`src/hdl/conv_pkg.sv`:
```
package conv_pkg;

    // operand and accumulator widths of one PE lane
    localparam int LANE_W = 8;
    localparam int ACC_W  = 32;

    localparam int APB_ADDR_W = 16;
    localparam int APB_DATA_W = 32;

    // paddr bits below the region field address registers or RAM words
    localparam int REG_OFS_W = 14;

    typedef logic signed [LANE_W-1:0] lane_t;
    typedef logic signed [ACC_W-1:0]  acc_t;
    typedef logic [APB_ADDR_W-1:0]    apb_addr_t;
    typedef logic [APB_DATA_W-1:0]    apb_data_t;

    typedef struct packed {
        logic      psel;
        logic      penable;
        logic      pwrite;
        apb_addr_t paddr;
        apb_data_t pwdata;
    } apb_req_t;

    typedef struct packed {
        apb_data_t prdata;
        logic      pready;
    } apb_rsp_t;

    // region select on paddr[15:14]
    localparam logic [1:0] REGION_REGS = 2'd0;
    localparam logic [1:0] REGION_MEM0 = 2'd1;
    localparam logic [1:0] REGION_MEM1 = 2'd2;

    localparam logic [REG_OFS_W-1:0] REG_CTRL     = 14'h000;
    localparam logic [REG_OFS_W-1:0] REG_LEN      = 14'h004;
    localparam logic [REG_OFS_W-1:0] REG_STATUS   = 14'h008;
    localparam logic [REG_OFS_W-1:0] REG_ACC_BASE = 14'h100;

    typedef enum logic [1:0] {IDLE, READ, DRAIN, FINISH} mover_state_e;

endpackage
```
`src/hdl/conv_apb_regs.sv`:
```
`timescale 1ns/1ps

module conv_apb_regs #(
    parameter int PE_SIZE    = 16,
    parameter int ADDR_WIDTH = 10
) (
    input  logic                                clk,
    input  logic                                arst_n_i,
    input  conv_pkg::apb_req_t                  apb_req_i,
    output conv_pkg::apb_rsp_t                  apb_rsp_o,
    input  logic                                busy_i,
    input  logic                                finish_i,
    input  conv_pkg::acc_t [PE_SIZE-1:0]        acc_i,
    output logic                                start_o,
    output logic [ADDR_WIDTH:0]                 len_o,
    output logic                                mem0_wr_o,
    output logic                                mem1_wr_o,
    output logic [ADDR_WIDTH-1:0]               wr_addr_o,
    output logic [PE_SIZE*conv_pkg::LANE_W-1:0] wr_line_o
);
    import conv_pkg::*;

    localparam int LINE_W   = PE_SIZE * LANE_W;
    localparam int WORDS    = LINE_W / APB_DATA_W;
    localparam int WORD_W   = $clog2(WORDS);
    localparam int LINE_LSB = 2 + WORD_W;
    localparam int IDX_W    = $clog2(PE_SIZE);

    logic                  wr_en;
    logic                  rd_en;
    logic [1:0]            region;
    logic [REG_OFS_W-1:0]  offset;
    logic [REG_OFS_W-1:0]  acc_ofs;
    logic                  acc_hit;
    logic [IDX_W-1:0]      acc_idx;
    logic                  mem_sel;
    logic [WORD_W-1:0]     word_sel;
    logic                  last_word;
    logic [ADDR_WIDTH-1:0] line_sel;
    logic [LINE_W-1:0]     line_q;
    logic                  done_q;
    apb_data_t             rdata;

    // all decoding happens in the access phase
    assign wr_en = apb_req_i.psel && apb_req_i.penable && apb_req_i.pwrite;
    assign rd_en = apb_req_i.psel && apb_req_i.penable && !apb_req_i.pwrite;

    assign region = apb_req_i.paddr[APB_ADDR_W-1 -: 2];
    assign offset = apb_req_i.paddr[REG_OFS_W-1:0];

    assign acc_ofs = offset - REG_ACC_BASE;
    assign acc_hit = (offset >= REG_ACC_BASE) && ((acc_ofs >> 2) < PE_SIZE);
    assign acc_idx = acc_ofs[2 +: IDX_W];

    // memory regions, bits 3:2 pick the word and the bits above pick the line
    assign mem_sel   = (region == REGION_MEM0) || (region == REGION_MEM1);
    assign word_sel  = apb_req_i.paddr[2 +: WORD_W];
    assign line_sel  = apb_req_i.paddr[LINE_LSB +: ADDR_WIDTH];
    assign last_word = (word_sel == WORD_W'(WORDS - 1));

    always_ff @(posedge clk or negedge arst_n_i) begin
        if (!arst_n_i) begin
            start_o   <= 1'b0;
            len_o     <= '0;
            done_q    <= 1'b0;
            mem0_wr_o <= 1'b0;
            mem1_wr_o <= 1'b0;
        end else begin
            start_o <= wr_en && (region == REGION_REGS) && (offset == REG_CTRL)
                       && apb_req_i.pwdata[0] && !busy_i;
            // the full line goes to the RAM one cycle after its last word
            mem0_wr_o <= wr_en && last_word && (region == REGION_MEM0);
            mem1_wr_o <= wr_en && last_word && (region == REGION_MEM1);
            if (wr_en && (region == REGION_REGS) && (offset == REG_LEN)) begin
                len_o <= apb_req_i.pwdata[ADDR_WIDTH:0];
            end
            // a new run clears done even if the previous one finishes now
            if (start_o) begin
                done_q <= 1'b0;
            end else if (finish_i) begin
                done_q <= 1'b1;
            end
        end
    end

    // line staging buffer, the last word lands here together with the commit
    always_ff @(posedge clk) begin
        if (wr_en && mem_sel) begin
            line_q[word_sel*APB_DATA_W +: APB_DATA_W] <= apb_req_i.pwdata;
            if (last_word) begin
                wr_addr_o <= line_sel;
            end
        end
    end

    assign wr_line_o = line_q;

    always_comb begin
        rdata = '0;
        if (rd_en && (region == REGION_REGS)) begin
            if (offset == REG_LEN) begin
                rdata = apb_data_t'(len_o);
            end else if (offset == REG_STATUS) begin
                rdata = apb_data_t'({done_q, busy_i});
            end else if (acc_hit) begin
                rdata = apb_data_t'(acc_i[acc_idx]);
            end
        end
        apb_rsp_o.prdata = rdata;
        apb_rsp_o.pready = 1'b1;
    end

endmodule

```
`config.mk`:
```
export PLATFORM = sky130hd
export DESIGN_NAME = conv_apb_regs
export DESIGN_NICKNAME = d
export VERILOG_FILES = /design/src/hdl/conv_pkg.sv /design/src/hdl/conv_apb_regs.sv
export SDC_FILE = /design/constraint.sdc
export NUM_CORES = 1
export LEC_CHECK = 0
export BUFFER_PORTS_ARGS = -buffer_cell sky130_fd_sc_hd__buf_2
export CAP_MARGIN = 20
export CORE_AREA = 4 4 293 295
export CTS_CLUSTER_DIAMETER = 60
export DETAILED_ROUTE_END_ITERATION = 10
export DIE_AREA = 0 0 297 299
export HOLD_SLACK_MARGIN = 0.1
export SETUP_SLACK_MARGIN = 0.4
export SLEW_MARGIN = 20
export SYNTH_ARGS = -nofsm -noshare
export SYNTH_HDL_FRONTEND = slang
export SYNTH_SLANG_ARGS = --single-unit
```
`constraint.sdc`:
```
create_clock -name clk -period 4.45 [get_ports clk]
set_input_delay 0.445 -clock clk [delete_from_list [all_inputs] [get_ports clk]]
set_output_delay 0.445 -clock clk [all_outputs]
set_load 0.02 [all_outputs]
```
==> run_results.csv <==
group,metric,value,unit
timing,tightest_slew,0.9353,ns
power,vdd_drop_max,0.0002265,V
outcome,status,"finished, final reports clean",
global_routing,grt_pass1_vias,10541,
global_routing,grt_pass1_wl,104700,um
global_routing,grt_max_degree,60,
clock_network,cts_made_buffers,17,
layout,syn_to_final_growth,55.52,%
yosys,synth_most_common_cell,"edfxtp_1",
critical_path,crit_path_max_fanout,47,
timing,skew,0.0001316,ns
timing,fmax,0.2938,GHz
die,die_x,297,um
critical_path,end_kind,"output port",
clock_network,cts_buffer_depth,2,
min_path,hp-class,"in -> reg",
place,gp_congestion,0.9603,
yosys,synth-edff-count,138,
global_routing,grt_usage,17.68,%
flow_run,cap_violations,0,
critical_path,path_class,"in -> out",
yosys,synth_seq_cells,153,
place,io_buffers,750,
timing,slew_headroom,37.65,%
drt,drt_iter0_markers,759,
drt,wire_per_inst,32.19,um
layout,n_fill_cell,9174,
yosys,ys_types,40,
layout,final_util,18.98,%
clock_network,h-tree-depth,4,
global_routing,grt_overflow_total,0,
critical_path,crit_required,4.01,ns
global_routing,antenna_found_initial,112,
die,num_rows,106,
die,die_area,88800,um^2
clock_network,cts_tree,"done",
timing,setup_violations,0,
yosys,synth_area_leaders,"edfxtp_1 41%, mux4_2 28%, and2_1 7.9%",
timing,rsz0062_at_grt,"no",
timing,fin_crit,3.404,ns
timing,drv_slew,0,
yosys,syn_area_per_cell,14.38,um^2
yosys,synth_top_cell_by_area,"edfxtp_1",
clock_network,clk_latency,0.41,ns
clock_network,cts_setup_buffers,0,
yosys,yosysSeqAreaShare,44.53,%
clock_network,cts_root_buffer,"clkbuf_16",
power,p_leak,0.006294,uW
yosys,synth_area,10150,um^2
critical_path,critPathArrivalTime,2.96,ns
yosys,syn_inst,706,
timing,hold_viol,0,
drt,vias,10391,
clock_network,cts_resized,0,
drt,routed_wirelength,82190,um
clock_network,cts.clk_slew.worst_paths,0.06,ns
clock_network,postCtsHoldBufs,1,
timing,setup_tns,0,ns
drt,drc,0,
yosys,synth_top_cell_area_share,40.83,%
critical_path,worstSetupStartpointType,"input pin",
layout,drive_gt1_share,65.33,%
power,p_per_area,251.3,nW/um^2
place,place_hpwl,72810,um
clock_network,clock_sinks,153,
layout,final_nets,2010,
die,start_util,12.21,%
yosys,synth_flop_cell,"edfxtp_1",
yosys,syn_nets,1281,
die,ios,752,
yosys,synth_commonest_cells,"138 x edfxtp_1, 128 x and2_1, 128 x mux4_2",
die,die_h,299,um
yosys,yosysWarnings,0,
yosys,async_reset_ff_share,9.804,%
drt,avgViaCountPerCell,4.070,
die,core,83160,um^2
timing,period_share,76.50,%
drt,postRouteAntennaNets,0,
drt,drt-pass1-iter-count,5,
==> placed cells by master, fill, tap and decap left out, types with 3 or more instances in the layout <==
cell type | synthesis | final
a311oi_1 | 21 | 20
inv_6 | 0 | 4
nor2b_1 | 21 | 21
nand3_1 | 5 | 5
dfrtp_1 | 15 | 15
nand4_1 | 4 | 4
a32o_1 | 9 | 9
nand2_1 | 75 | 75
nor2_1 | 7 | 7
and3_2 | 0 | 4
nor3b_4 | 0 | 3
a21oi_1 | 3 | 3
clkbuf_16 | 0 | 17
inv_1 | 3 | 3
ha_1 | 8 | 8
and3_1 | 7 | 3
buf_4 | 7 | 20
mux2i_1 | 9 | 9
and2_1 | 128 | 128
nand3b_1 | 10 | 10
buf_2 | 25 | 746
diode_2 | 0 | 25
clkinvlp_4 | 0 | 4
mux4_2 | 128 | 128
mux2_1 | 10 | 10
buf_12 | 0 | 4
edfxtp_1 | 138 | 138
a211oi_1 | 21 | 21
==> layer usage <==
layer	vias up	GRT usage [%]	share of wire, %
li1	4295	-	-
met1	5090	21.93	39
met2	768	29.59	46
met3	172	7.454	13
met4	66	1.973	1.4
met5	-	0	0.52
==> sequential cells by signal (all words and copies together) (netlist names) <==
register and count:
wr_line_o 128, len_o 11, mem0_wr_o 1, done_q 1, mem1_wr_o 1, start_o 1, wr_addr_o 10
==> path summary, 6_finish.rpt <==
| kind | from | depth (start not counted) | slack, ns | endpoint |
|---|---|---|---|---|
| worst min-delay path | busy_i | 2 | 0.23 | start_o |
| min in group asynchronous | arst_n_i | 2 | 0.53 | len_o[4] |
| worst max-delay path | apb_req_i[35] | 7 | 1.05 | apb_rsp_o[21] |
| worst max register to register | len_o[7] | 1 | 3.47 | len_o[7] |
| max in group asynchronous | arst_n_i | 2 | 3.55 | len_o[0] |
| worst min register to register | start_o | 1 | 0.48 | done_q |
==> power breakdown <==
group	internal, uW	switching [uW]	total [uW]	leakage [uW]
combinational	452	479	931	0.00480
sequential	1580	3.87	1580	0.00122
clock	802	652	1450	0.000271
==> final cells by class <==
| type | count | area (um^2) | area share [%] |
|---|---|---|---|
| Clock buffer | 19 | 442.9 | 2.806 |
| Multi-Input combinational cell | 484 | 5245 | 33.23 |
| Inverter | 5 | 18.77 | 0.1189 |
| Clock inverter | 13 | 135.1 | 0.8561 |
| Timing Repair Buffer | 774 | 4010 | 25.40 |
| Sequential cell | 153 | 4519 | 28.63 |
| Tap cell | 1080 | 1351 | 8.561 |
| Antenna cell | 25 | 62.56 | 0.3963 |
==> critical path, cell delays in order <==
cell and delay, ns:
buf_6 0.40, buf_4 0.40, mux4_2 0.27, nor2b_1 0.30
a211oi_1 0.11, a311oi_2 0.59, buf_2 0.29
==> cells by family after synthesis <==
kind of cell / after synthesis / share of synthesized area (%)
AOI/OAI and AO/OA: 57 / 4.672
adders and majority gates: 8 / 0.9862
buffers and inverters: 69 / 4.154
DFF: 153 / 44.53
muxes: 148 / 30.51
other: 1 / 0.03695
and+or+nand+nor: 270 / 15.11
==> stage by stage <==
stage | setup slack [ns] | hold slack (ns) | power (uW) | area [um^2] | instances
final | 1.046 | 0.2297 | 3967 | 15790 | 2553
after global routing | 0.7191 | 0.2197 | 4104 | 15750 | 2537
after CTS | 0.5847 | 0.2053 | 4009 | 15720 | 2528
after detailed placement | 0.5842 | 0.4729 | 2557 | 15130 | 2495
after global placement | 0.6045 | 0.4543 | 2554 | 15130 | 2495
after floorplan | 1.762 | 0.1494 | 2039 | 10150 | 706
No activity file was read; power rests on OpenSTA's default activity.
