`src/hdl/conv_pkg.sv`:
```
package conv_pkg;

    // operand and accumulator widths of one PE lane
    localparam int LANE_W = 8;
    localparam int ACC_W  = 32;

    localparam int APB_ADDR_W = 16;
    localparam int APB_DATA_W = 32;

    // paddr bits below the region field address registers or RAM words
    localparam int REG_OFS_W = 14;

    typedef logic signed [LANE_W-1:0] lane_t;
    typedef logic signed [ACC_W-1:0]  acc_t;
    typedef logic [APB_ADDR_W-1:0]    apb_addr_t;
    typedef logic [APB_DATA_W-1:0]    apb_data_t;

    typedef struct packed {
        logic      psel;
        logic      penable;
        logic      pwrite;
        apb_addr_t paddr;
        apb_data_t pwdata;
    } apb_req_t;

    typedef struct packed {
        apb_data_t prdata;
        logic      pready;
    } apb_rsp_t;

    // region select on paddr[15:14]
    localparam logic [1:0] REGION_REGS = 2'd0;
    localparam logic [1:0] REGION_MEM0 = 2'd1;
    localparam logic [1:0] REGION_MEM1 = 2'd2;

    localparam logic [REG_OFS_W-1:0] REG_CTRL     = 14'h000;
    localparam logic [REG_OFS_W-1:0] REG_LEN      = 14'h004;
    localparam logic [REG_OFS_W-1:0] REG_STATUS   = 14'h008;
    localparam logic [REG_OFS_W-1:0] REG_ACC_BASE = 14'h100;

    typedef enum logic [1:0] {IDLE, READ, DRAIN, FINISH} mover_state_e;

endpackage
```
`src/hdl/conv_data_mover.sv`:
```
`timescale 1ns/1ps

module conv_data_mover #(
    parameter int ADDR_WIDTH = 10
) (
    input  logic                  clk,
    input  logic                  arst_n_i,
    input  logic                  start_i,
    input  logic [ADDR_WIDTH:0]   len_i,
    output logic [ADDR_WIDTH-1:0] mem0_addr0_o,
    output logic                  mem0_ce0_o,
    output logic [ADDR_WIDTH-1:0] mem1_addr0_o,
    output logic                  mem1_ce0_o,
    output logic                  clear_o,
    output logic                  valid_o,
    output logic                  busy_o,
    output logic                  finish_o
);
    import conv_pkg::*;

    mover_state_e          state_q;
    mover_state_e          state_d;
    logic [ADDR_WIDTH-1:0] cnt_q;
    logic [ADDR_WIDTH:0]   len_q;
    logic                  accept;
    logic                  ce;
    logic                  last_line;

    // a start is taken in idle and also in the finish cycle of the last run
    assign accept    = start_i && ((state_q == IDLE) || (state_q == FINISH));
    assign ce        = (state_q == READ);
    assign last_line = ({1'b0, cnt_q} == (len_q - 1'b1));

    always_comb begin
        state_d = state_q;
        case (state_q)
            IDLE, FINISH: begin
                if (start_i) begin
                    state_d = (len_i == '0) ? DRAIN : READ;
                end else begin
                    state_d = IDLE;
                end
            end
            READ: begin
                if (last_line) begin
                    state_d = DRAIN;
                end
            end
            DRAIN: state_d = FINISH;
            default: state_d = IDLE;
        endcase
    end

    always_ff @(posedge clk or negedge arst_n_i) begin
        if (!arst_n_i) begin
            state_q <= IDLE;
            cnt_q   <= '0;
            len_q   <= '0;
            clear_o <= 1'b0;
            valid_o <= 1'b0;
        end else begin
            state_q <= state_d;
            clear_o <= accept;
            // RAM data shows up one cycle after the enable
            valid_o <= ce;
            if (accept) begin
                cnt_q <= '0;
                len_q <= len_i;
            end else if (ce) begin
                cnt_q <= cnt_q + 1'b1;
            end
        end
    end

    // both RAMs walk the same line index
    assign mem0_addr0_o = cnt_q;
    assign mem1_addr0_o = cnt_q;
    assign mem0_ce0_o   = ce;
    assign mem1_ce0_o   = ce;

    assign busy_o   = (state_q == READ) || (state_q == DRAIN);
    assign finish_o = (state_q == FINISH);

endmodule

```
`config.mk`:
```
export PLATFORM = sky130hd
export DESIGN_NAME = conv_data_mover
export DESIGN_NICKNAME = d
export VERILOG_FILES = /design/src/hdl/conv_pkg.sv /design/src/hdl/conv_data_mover.sv
export SDC_FILE = /design/constraint.sdc
export NUM_CORES = 1
export LEC_CHECK = 0
export BUFFER_PORTS_ARGS = -buffer_cell sky130_fd_sc_hd__buf_4
export CAP_MARGIN = 5
export CORE_MARGIN = 1
export CORE_UTILIZATION = 47
export DETAILED_ROUTE_END_ITERATION = 8
export HOLD_SLACK_MARGIN = 0.02
export PLACE_DENSITY = 0.85
export SYNTH_ARGS = -nofsm -noshare
export SYNTH_HDL_FRONTEND = slang
export SYNTH_SLANG_ARGS = --single-unit
```
`constraint.sdc`:
```
create_clock -name clk -period 2.4 [get_ports clk]
set_input_delay 0.6 -clock clk [delete_from_list [all_inputs] [get_ports clk]]
set_output_delay 0.6 -clock clk [all_outputs]
set_load 0.01 [all_outputs]
```
==> out/qor.txt, run 1 <==
outcome - finished, final reports clean
CTS Sinks - 25
DP HPWL - 2.59 mm
synthesized area - 1590 sq um
max-slew violations - 0
Avg WL per Cell - 13.7 um
Max Fclk - 446 MHz
crit-path cells - inv_1 -> ha_2 -> xor2_1 -> nand2_1 -> or4_4 -> a2111oi_4 -> a41o_2 -> mux2i_1
critical path's largest stage delay - 540 ps
asr flop ratio synth - 1.00
Die X - 60.1 um
DRC viols - 0
RR Startpoint - len_q[0]
Slew HR - 0.703
die area - 3620 sq um
cts hold-fix bufs - 0
Filler cells - 285
H-tree Lvls - 1
starting density of the core - 0.508
# port buffers - 39
area grow syn2layout - 19.1%
diodes inserted - 0
ANT nets after route - 0
Die Height - 60.1 um
Critical Path Fanout Max - 2
pin count of the biggest net entering global routing - 26
Top FF cell, synth - dfrtp_1
Ports - 40
Period minus WS final - 2240 ps
register bit total from synthesis - 25
Syn Area/Cell - 8.59 sq um
post-synthesis sequential area ratio - 0.394
max-cap violations - 0
TritonCTS clock tree - done
TritonCTS Buffers - 3
slowest CP cell - or4_4
endpoints failing hold - 0
YS warnings - 0
All-Layer GR Usage - 0.215
NumNets Final - 234
wire length of the first global-routing pass - 5.71 mm
count of different cell masters after synthesis - 37
core area - 3130 sq um
Placer Congestion - 0.842
worst slack, placed - 90.5 ps
startpoint types - flop
syn nets - 204
static leakage - 0.924 nW
vias - 1399
vias per inst - 5.42
Critical path origin - len_q[0]
Layout Skew - 6.42 ps
Setup violations, final - 0
Clk Latency, worst-skew pair - 320 ps
Critical Path RT - 2650 ps
CP endpoint kind - flop
WL final - 3.53 mm
WS Path Type - flop to flop
Peak VDD IR - 0.650 mV
worst-margin pin slew - 441 ps
CTS clk-pin slew, worst paths - 130 ps
CTS Root Cell - clkbuf_4
Data arrival, critical path - 2500 ps
initial antenna violation count - 0
vias in the first global route - 1236
final worst setup slack - 156 ps
layout cells sized above 1 - 0.262
First-pass DRT Iterations - 5
Hold Path Class - primary input to async pin
final worst path period share - 0.935
Pwr Density - 1100 nW/um^2
Longest Clk Path Bufs - 2
RSZ-0062 raised after global routing - false
initial DRC count - 55
Post-synth EDFFs - 0
Post-Syn Instances - 185
GRT overflow - 0
TNS Setup - 0 ps
row count - 20
[critical path: cells and delay by family, from the launching register on]
| family | cells | cell delay (ps) |
|---|---|---|
| compound gates | 2 | 500 |
| xor+xnor | 1 | 140 |
| fa+ha+maj | 1 | 310 |
| buf+inv | 1 | 60 |
| flops | 1 | 380 |
| mux | 1 | 190 |
| simple gates | 2 | 600 |
[final timing paths]
path	end	slack (ps)	cells past startpoint
worst min-delay path	state_q[1]	160	1
max in group asynchronous	mem0_addr0_o[6]	1990	1
min in group clk	len_q[3]	470	3
worst min register to register	len_q[9]	540	2
worst max-delay path	state_q[1]	160	8
worst max register to register	state_q[1]	160	8
[cell usage after synthesis, types with 2 or more instances]
master    number  area (sq um)
o211ai_1       2          15.0
buf_4         11          82.6
dfrtp_1       25           626
o21ai_0        9          45.0
inv_1          9          33.8
a21oi_1        9          45.0
nor2_1        12          45.0
buf_2          2          10.0
nand4_1        3          18.8
buf_1          2          7.51
mux2i_1        3          30.0
nor3_1         4          20.0
nor4_1         5          31.3
o22ai_1        3          18.8
nand2b_1       2          12.5
nand3_1        3          15.0
xor2_1        12           105
xnor2_1        6          52.6
clkbuf_1       3          11.3
nand2_1       35           131
ha_1           5          62.6
or3_1          4          25.0
buf_6          2          22.5
[logic make-up (layout without fill, tap and decap cells)]
| logic type | after synthesis | after routing | synth area share |
|---|---|---|---|
| and+or+nand+nor | 74 | 74 | 0.218 |
| AOI/OAI and AO/OA | 31 | 31 | 0.125 |
| buffers and inverters | 29 | 58 | 0.106 |
| DFF | 25 | 25 | 0.394 |
| xor gates and xnor gates | 18 | 18 | 0.0992 |
| adders and majority gates | 5 | 5 | 0.0394 |
| muxes | 3 | 3 | 0.0189 |
[layout by cell type (no fill, tap or decap), types with 2 or more instances in the layout]
cell / synthesis / layout
buf_4: 11 / 45
nand2_1: 35 / 35
dfrtp_1: 25 / 25
nor2_1: 12 / 12
xor2_1: 12 / 12
inv_1: 9 / 9
a21oi_1: 9 / 9
o21ai_0: 9 / 9
xnor2_1: 6 / 6
nor4_1: 5 / 5
nor3_1: 4 / 4
or3_1: 4 / 4
ha_1: 5 / 4
o22ai_1: 3 / 3
nand3_1: 3 / 3
mux2i_1: 3 / 3
nand4_1: 3 / 3
clkbuf_4: 0 / 3
o211ai_1: 2 / 2
nand2b_1: 2 / 2
[metal layers]
metal | track usage | vias up | part of all wire | wire length [um]
met5 | 0 | - | 0 | 0
met4 | 0.0930 | 0 | 0.014 | 51
met3 | 0.0216 | 4 | 0.049 | 172
met2 | 0.352 | 61 | 0.50 | 1750
met1 | 0.288 | 654 | 0.44 | 1550
li1 | - | 680 | - | -
[repair_timing]
action,4_1_cts,5_1_grt
resized for setup,0,3
endpoints found under the setup margin,0,2
setup buffers,0,1
[through the flow]
| stage | area, sq um | utilization | hold slack [ps] | instances | total power, W |
|---|---|---|---|---|---|
| after floorplan | 1590 | - | 304 | 185 | 0.00150 |
| after global placement | 1840 | 0.588 | 504 | 253 | 0.00179 |
| after detailed placement | 1840 | 0.588 | 519 | 253 | 0.00183 |
| after CTS | 1870 | 0.597 | 160 | 257 | 0.00202 |
| after global routing | 1890 | 0.605 | 163 | 258 | 0.00225 |
| final | 1890 | 0.605 | 157 | 258 | 0.00207 |
[report_power, final]
group          internal, W  switching (W)  leakage (nW)  total [W]
Clock            0.0000650       0.000122        0.0150   0.000187
Sequential        0.000561       0.000191         0.324   0.000751
Combinational     0.000510       0.000626         0.585    0.00114
[sequential cells by signal (all words and copies together) (netlist names)]
register	count
mem0_addr0_o	10
clear_o	1
len_q	11
state_q	2
valid_o	1
[area by class of cell]
| cell class | instances | area (sq um) | area share |
|---|---|---|---|
| well taps | 44 | 55.1 | 0.0291 |
| multi-input cells | 131 | 815 | 0.430 |
| flip-flops and latches | 25 | 626 | 0.330 |
| clock buffers | 4 | 26.3 | 0.0139 |
| inverters | 9 | 33.8 | 0.0178 |
| repair buffers | 45 | 338 | 0.178 |
No activity file was read; power rests on OpenSTA's default activity.
==> inputs of run 2 (changes only) <==
--- a/config.mk
+++ b/config.mk
@@ -8,10 +8,10 @@
 export BUFFER_PORTS_ARGS = -buffer_cell sky130_fd_sc_hd__buf_4
 export CAP_MARGIN = 5
 export CORE_MARGIN = 1
-export CORE_UTILIZATION = 47
+export CORE_UTILIZATION = 53
 export DETAILED_ROUTE_END_ITERATION = 8
 export HOLD_SLACK_MARGIN = 0.02
-export PLACE_DENSITY = 0.85
+export PLACE_DENSITY = 0.9
 export SYNTH_ARGS = -nofsm -noshare
 export SYNTH_HDL_FRONTEND = slang
 export SYNTH_SLANG_ARGS = --single-unit
==> constraint.sdc (replaced) <==
create_clock -name clk -period 2.15 [get_ports clk]
set_input_delay 0.5375 -clock clk [delete_from_list [all_inputs] [get_ports clk]]
set_output_delay 0.5375 -clock clk [all_outputs]
set_load 0.01 [all_outputs]
==> out/qor.txt, run 2 (same netlist as run 1, synthesis figures left out) <==
TNS Setup - -56.9 ps
outcome - finished with violations
Critical Path Fanout Max - 6
met2 Usage GRT - 0.439
grt met3 use - 0.0622
CTS clk-pin slew, worst paths - 130 ps
Final Cell Area - 1960 sq um
initial antenna violation count - 0
TritonCTS clock tree - done
WS Path Type - flop to flop
CTS Sinks - 25
starting density of the core - 0.566
max-cap violations - 0
ANT nets after route - 0
Filler cells - 216
TritonCTS Buffers - 3
Pwr Density - 1280 nW/um^2
Max Fclk - 455 MHz
Critical Path RT - 2410 ps
RSZ-0062 raised after global routing - true
DP HPWL - 2.67 mm
Period minus WS final - 2200 ps
Setup violations, final - 2
met1 usage - 0.326
Layout Skew - 7.36 ps
max FFs per register - 11
diodes inserted - 0
core area - 2810 sq um
GRT overflow - 0
Slew HR - 0.650
Placer Congestion - 0.920
Avg WL per Cell - 15.5 um
max-slew violations - 0
layout cells sized above 1 - 0.303
Placed Area - 1880 sq um
commonest non-fill, non-tap cell in the layout - buf_4
failing checks - design-rule violations, negative setup slack
# port buffers - 39
Data arrival, critical path - 2460 ps
cts hold-fix bufs - 0
# placed instances - 247
pin count of the biggest net entering global routing - 26
endpoints failing hold - 0
vias in the first global route - 1363
wire length of the first global-routing pass - 6.38 mm
Die Height - 56.8 um
WL final - 3.90 mm
static leakage - 0.968 nW
H-tree Lvls - 1
flop2flop setup slack - -50 ps
Final Util - 0.698
initial DRC count - 67
Die X - 56.8 um
DRC viols - 4
NumNets Final - 241
register with the highest flop count - len_q
Ports - 40
CP endpoint kind - flop
worst-margin pin slew - 521 ps
area grow syn2layout - 23.2%
Hold WS - 75.5 ps
die area - 3220 sq um
final worst setup slack - -47.5 ps
CTS Root Cell - clkbuf_4
vias - 1467
Non-Filler Instances - 252
All-Layer GR Usage - 0.261
vias per inst - 5.82
Peak VDD IR - 0.849 mV
commonest non-fill, non-tap cells in the layout - buf_4, nand2_1, dfrtp_1
Longest Clk Path Bufs - 2
First-pass DRT Iterations - 7
Top Usage Layer GRT - met2
startpoint types - flop
final worst path period share - 1.02
Hold Path Class - primary input to async pin
Clk Latency, worst-skew pair - 340 ps
row count - 19
==> run 2: final cells by class <==
class                   count  area, sq um  share of cell area
inverters                   9         33.8              0.0173
repair buffers             52          394               0.201
multi-input cells         131          838               0.428
well taps                  31         38.8              0.0198
clock inverters             1         5.00             0.00256
clock buffers               3         22.5              0.0115
flip-flops and latches     25          626               0.319
==> run 2: path summary, 6_finish.rpt <==
path,cells after the start,end,start
setup / recovery,7,state_q[1],len_q[0]
hold / removal,1,len_q[9],arst_n_i
setup reg to reg,7,state_q[1],len_q[0]
hold reg to reg,2,len_q[9],len_q[9]
max in group asynchronous,1,state_q[1],arst_n_i
min in group clk,3,len_q[3],len_i[3]
==> run 2: metrics by stage <==
step / total power [W] / setup slack [ps]
finish: 0.00250 / -47.5
global route: 0.00269 / -109
CTS: 0.00242 / -34.8
detailed placement: 0.00210 / -58.5
global placement: 0.00203 / 76.5
floorplan: 0.00168 / 0.741
==> run 2: critical path, cell delays in order (launching register included) <==
cell and delay, ps:
dfrtp_1 420, buf_6 150, nor3_4 180, xnor2_1 90, or4_4 550, a2111oi_4 250, a41o_2 290, mux2i_1 210
==> run 2: where the power goes <==
group          leakage, nW  internal (W)  total [W]  switching [W]
Clock               0.0177     0.0000702   0.000218       0.000148
Combinational        0.626      0.000651    0.00145       0.000798
Sequential           0.324      0.000626   0.000837       0.000211
==> run 2: timing repair <==
item	4_1_cts	5_1_grt
buffers inserted	0	1
setup endpoints to repair	2	2
pin swaps	4	2
resized for setup	7	1
==> run 2: metal layers <==
| metal | part of all wire | wire [um] |
|---|---|---|
| met5 | 0 | 0 |
| met4 | 0.019 | 73 |
| met3 | 0.087 | 341 |
| met2 | 0.49 | 1920 |
| met1 | 0.40 | 1570 |
==> inputs of run 3 (changes only) <==
--- a/config.mk
+++ b/config.mk
@@ -8,10 +8,11 @@
 export BUFFER_PORTS_ARGS = -buffer_cell sky130_fd_sc_hd__buf_4
 export CAP_MARGIN = 5
 export CORE_MARGIN = 1
-export CORE_UTILIZATION = 53
+export CORE_UTILIZATION = 55
+export CTS_BUF_LIST = sky130_fd_sc_hd__clkbuf_8
 export DETAILED_ROUTE_END_ITERATION = 8
 export HOLD_SLACK_MARGIN = 0.02
-export PLACE_DENSITY = 0.9
+export PLACE_DENSITY = 0.92
 export SYNTH_ARGS = -nofsm -noshare
 export SYNTH_HDL_FRONTEND = slang
 export SYNTH_SLANG_ARGS = --single-unit
==> out/qor.txt, run 3 (same netlist as run 1, synthesis figures left out) <==
max-slew violations - 0
# port buffers - 39
register with the highest flop count - len_q
Setup violations, final - 1
First-pass DRT Iterations - 4
Filler cells - 201
Max Fclk - 455 MHz
Non-Filler Instances - 252
DRC viols - 0
GRT overflow - 0
Longest Clk Path Bufs - 2
Period minus WS final - 2200 ps
CTS clk-pin slew, worst paths - 80 ps
area grow syn2layout - 23.2%
layout cells sized above 1 - 0.294
Slew HR - 0.685
Critical Path Fanout Max - 2
failing checks - negative setup slack
slowest CP cell - or4_4
reg2reg path depth - 8
startpoint types - flop
Top Usage Layer GRT - met2
ANT nets after route - 0
RSZ-0062 raised after global routing - true
reg2reg end - state_q[1]
Hold WS - 152 ps
Final Util - 0.710
Critical Path RT - 2340 ps
Die Height - 55.8 um
met2 Usage GRT - 0.429
CP delay by family, top - simple AND/OR/NAND/NOR gates
final worst setup slack - -46.2 ps
grt met3 use - 0.0512
Die X - 55.8 um
Reg area - 626 sq um
commonest non-fill, non-tap cells in the layout - buf_4, nand2_1, dfrtp_1
endpoints failing hold - 0
CP endpoint kind - flop
core area - 2760 sq um
crit-path cells - inv_1 -> ha_2 -> xor2_1 -> nand2_1 -> or4_4 -> a2111oi_4 -> a41o_2 -> mux2i_2
commonest non-fill, non-tap cell in the layout - buf_4
wire length of the first global-routing pass - 6.12 mm
WL final - 3.76 mm
max FFs per register - 11
diodes inserted - 0
final worst path period share - 1.02
starting density of the core - 0.576
critical path's largest stage delay - 440 ps
CTS Sinks - 25
initial antenna violation count - 0
All-Layer GR Usage - 0.260
worst-margin pin slew - 468 ps
H-tree Lvls - 1
Layout Skew - 1.99 ps
CTS Root Cell - clkbuf_8
Ports - 40
vias in the first global route - 1350
flop2flop setup slack - -50 ps
Avg WL per Cell - 14.9 um
NumNets Final - 241
Pwr Density - 1280 nW/um^2
Clk Latency, worst-skew pair - 270 ps
worst path bufs/invs - 1
die area - 3110 sq um
Hold Path Class - primary input to async pin
TritonCTS Buffers - 3
Data arrival, critical path - 2380 ps
row count - 19
outcome - finished with violations
Total Power - 0.00250 W
TritonCTS clock tree - done
WS Path Type - flop to flop
Placer Congestion - 0.894
cts hold-fix bufs - 0
Peak VDD IR - 1.06 mV
met1 usage - 0.333
pin count of the biggest net entering global routing - 26
DP HPWL - 2.63 mm
WP depth - 8
TNS Setup - -46.2 ps
static leakage - 0.970 nW
# placed instances - 247
RR Startpoint - len_q[1]
max-cap violations - 0
initial DRC count - 102
vias - 1470
vias per inst - 5.83
footprint of the multi-input gates - 825 sq um
run 3: cell types whose count changed in the layout (fill, tap and decap cells not counted), sizes merged:
cell,before,now
clkinv,1,0
inv,9,10
run 3: worst max path at each step:
stage / to / slack (ps) / startpoint
global route: state_q[1] / -130 / len_q[1]
floorplan: state_q[1] / 0.7 / len_q[0]
detailed placement: state_q[1] / -110 / len_q[0]
finish: state_q[1] / -50 / len_q[1]
global placement: state_q[1] / 70 / len_q[0]
CTS: state_q[1] / -20 / len_q[1]
run 3: layer usage:
layer / part of all wire / vias to the layer above
met5: 0 / -
met4: 0.026 / 0
met3: 0.071 / 10
met2: 0.48 / 79
met1: 0.42 / 682
li1: - / 699
run 3: repair_timing:
| action | in CTS | in global routing |
|---|---|---|
| setup buffers | 1 | 1 |
| setup endpoints to repair | 2 | 2 |
| gates resized for setup | 2 | 4 |
| pin swaps | 4 | 2 |
run 3: cell type report:
cell class | instances | share of cell area
Sequential cell | 25 | 0.319
Inverter | 9 | 0.0173
Multi-Input combinational cell | 131 | 0.421
Clock inverter | 1 | 0.00192
Clock buffer | 3 | 0.0211
Tap cell | 31 | 0.0198
Timing Repair Buffer | 52 | 0.199
run 3: worst reg2reg max path: stages (launching register included):
cell       delay [ps]
dfrtp_1           350
inv_1              60
ha_2              320
xor2_1            150
nand2_1            80
or4_4             440
a2111oi_4         200
a41o_2            280
mux2i_2           230
run 3: power breakdown:
| part | internal, W | leakage (nW) | switching (W) |
|---|---|---|---|
| clock network | 0.000128 | 0.0269 | 0.000149 |
| logic | 0.000622 | 0.619 | 0.000780 |
| registers | 0.000627 | 0.324 | 0.000197 |
run 3: metrics by stage:
stage	setup slack, ps	area [sq um]
after floorplan	0.741	1590
after global placement	67.0	1880
after detailed placement	-113	1880
after CTS	-18.4	1940
after global routing	-132	1960
final	-46.2	1960
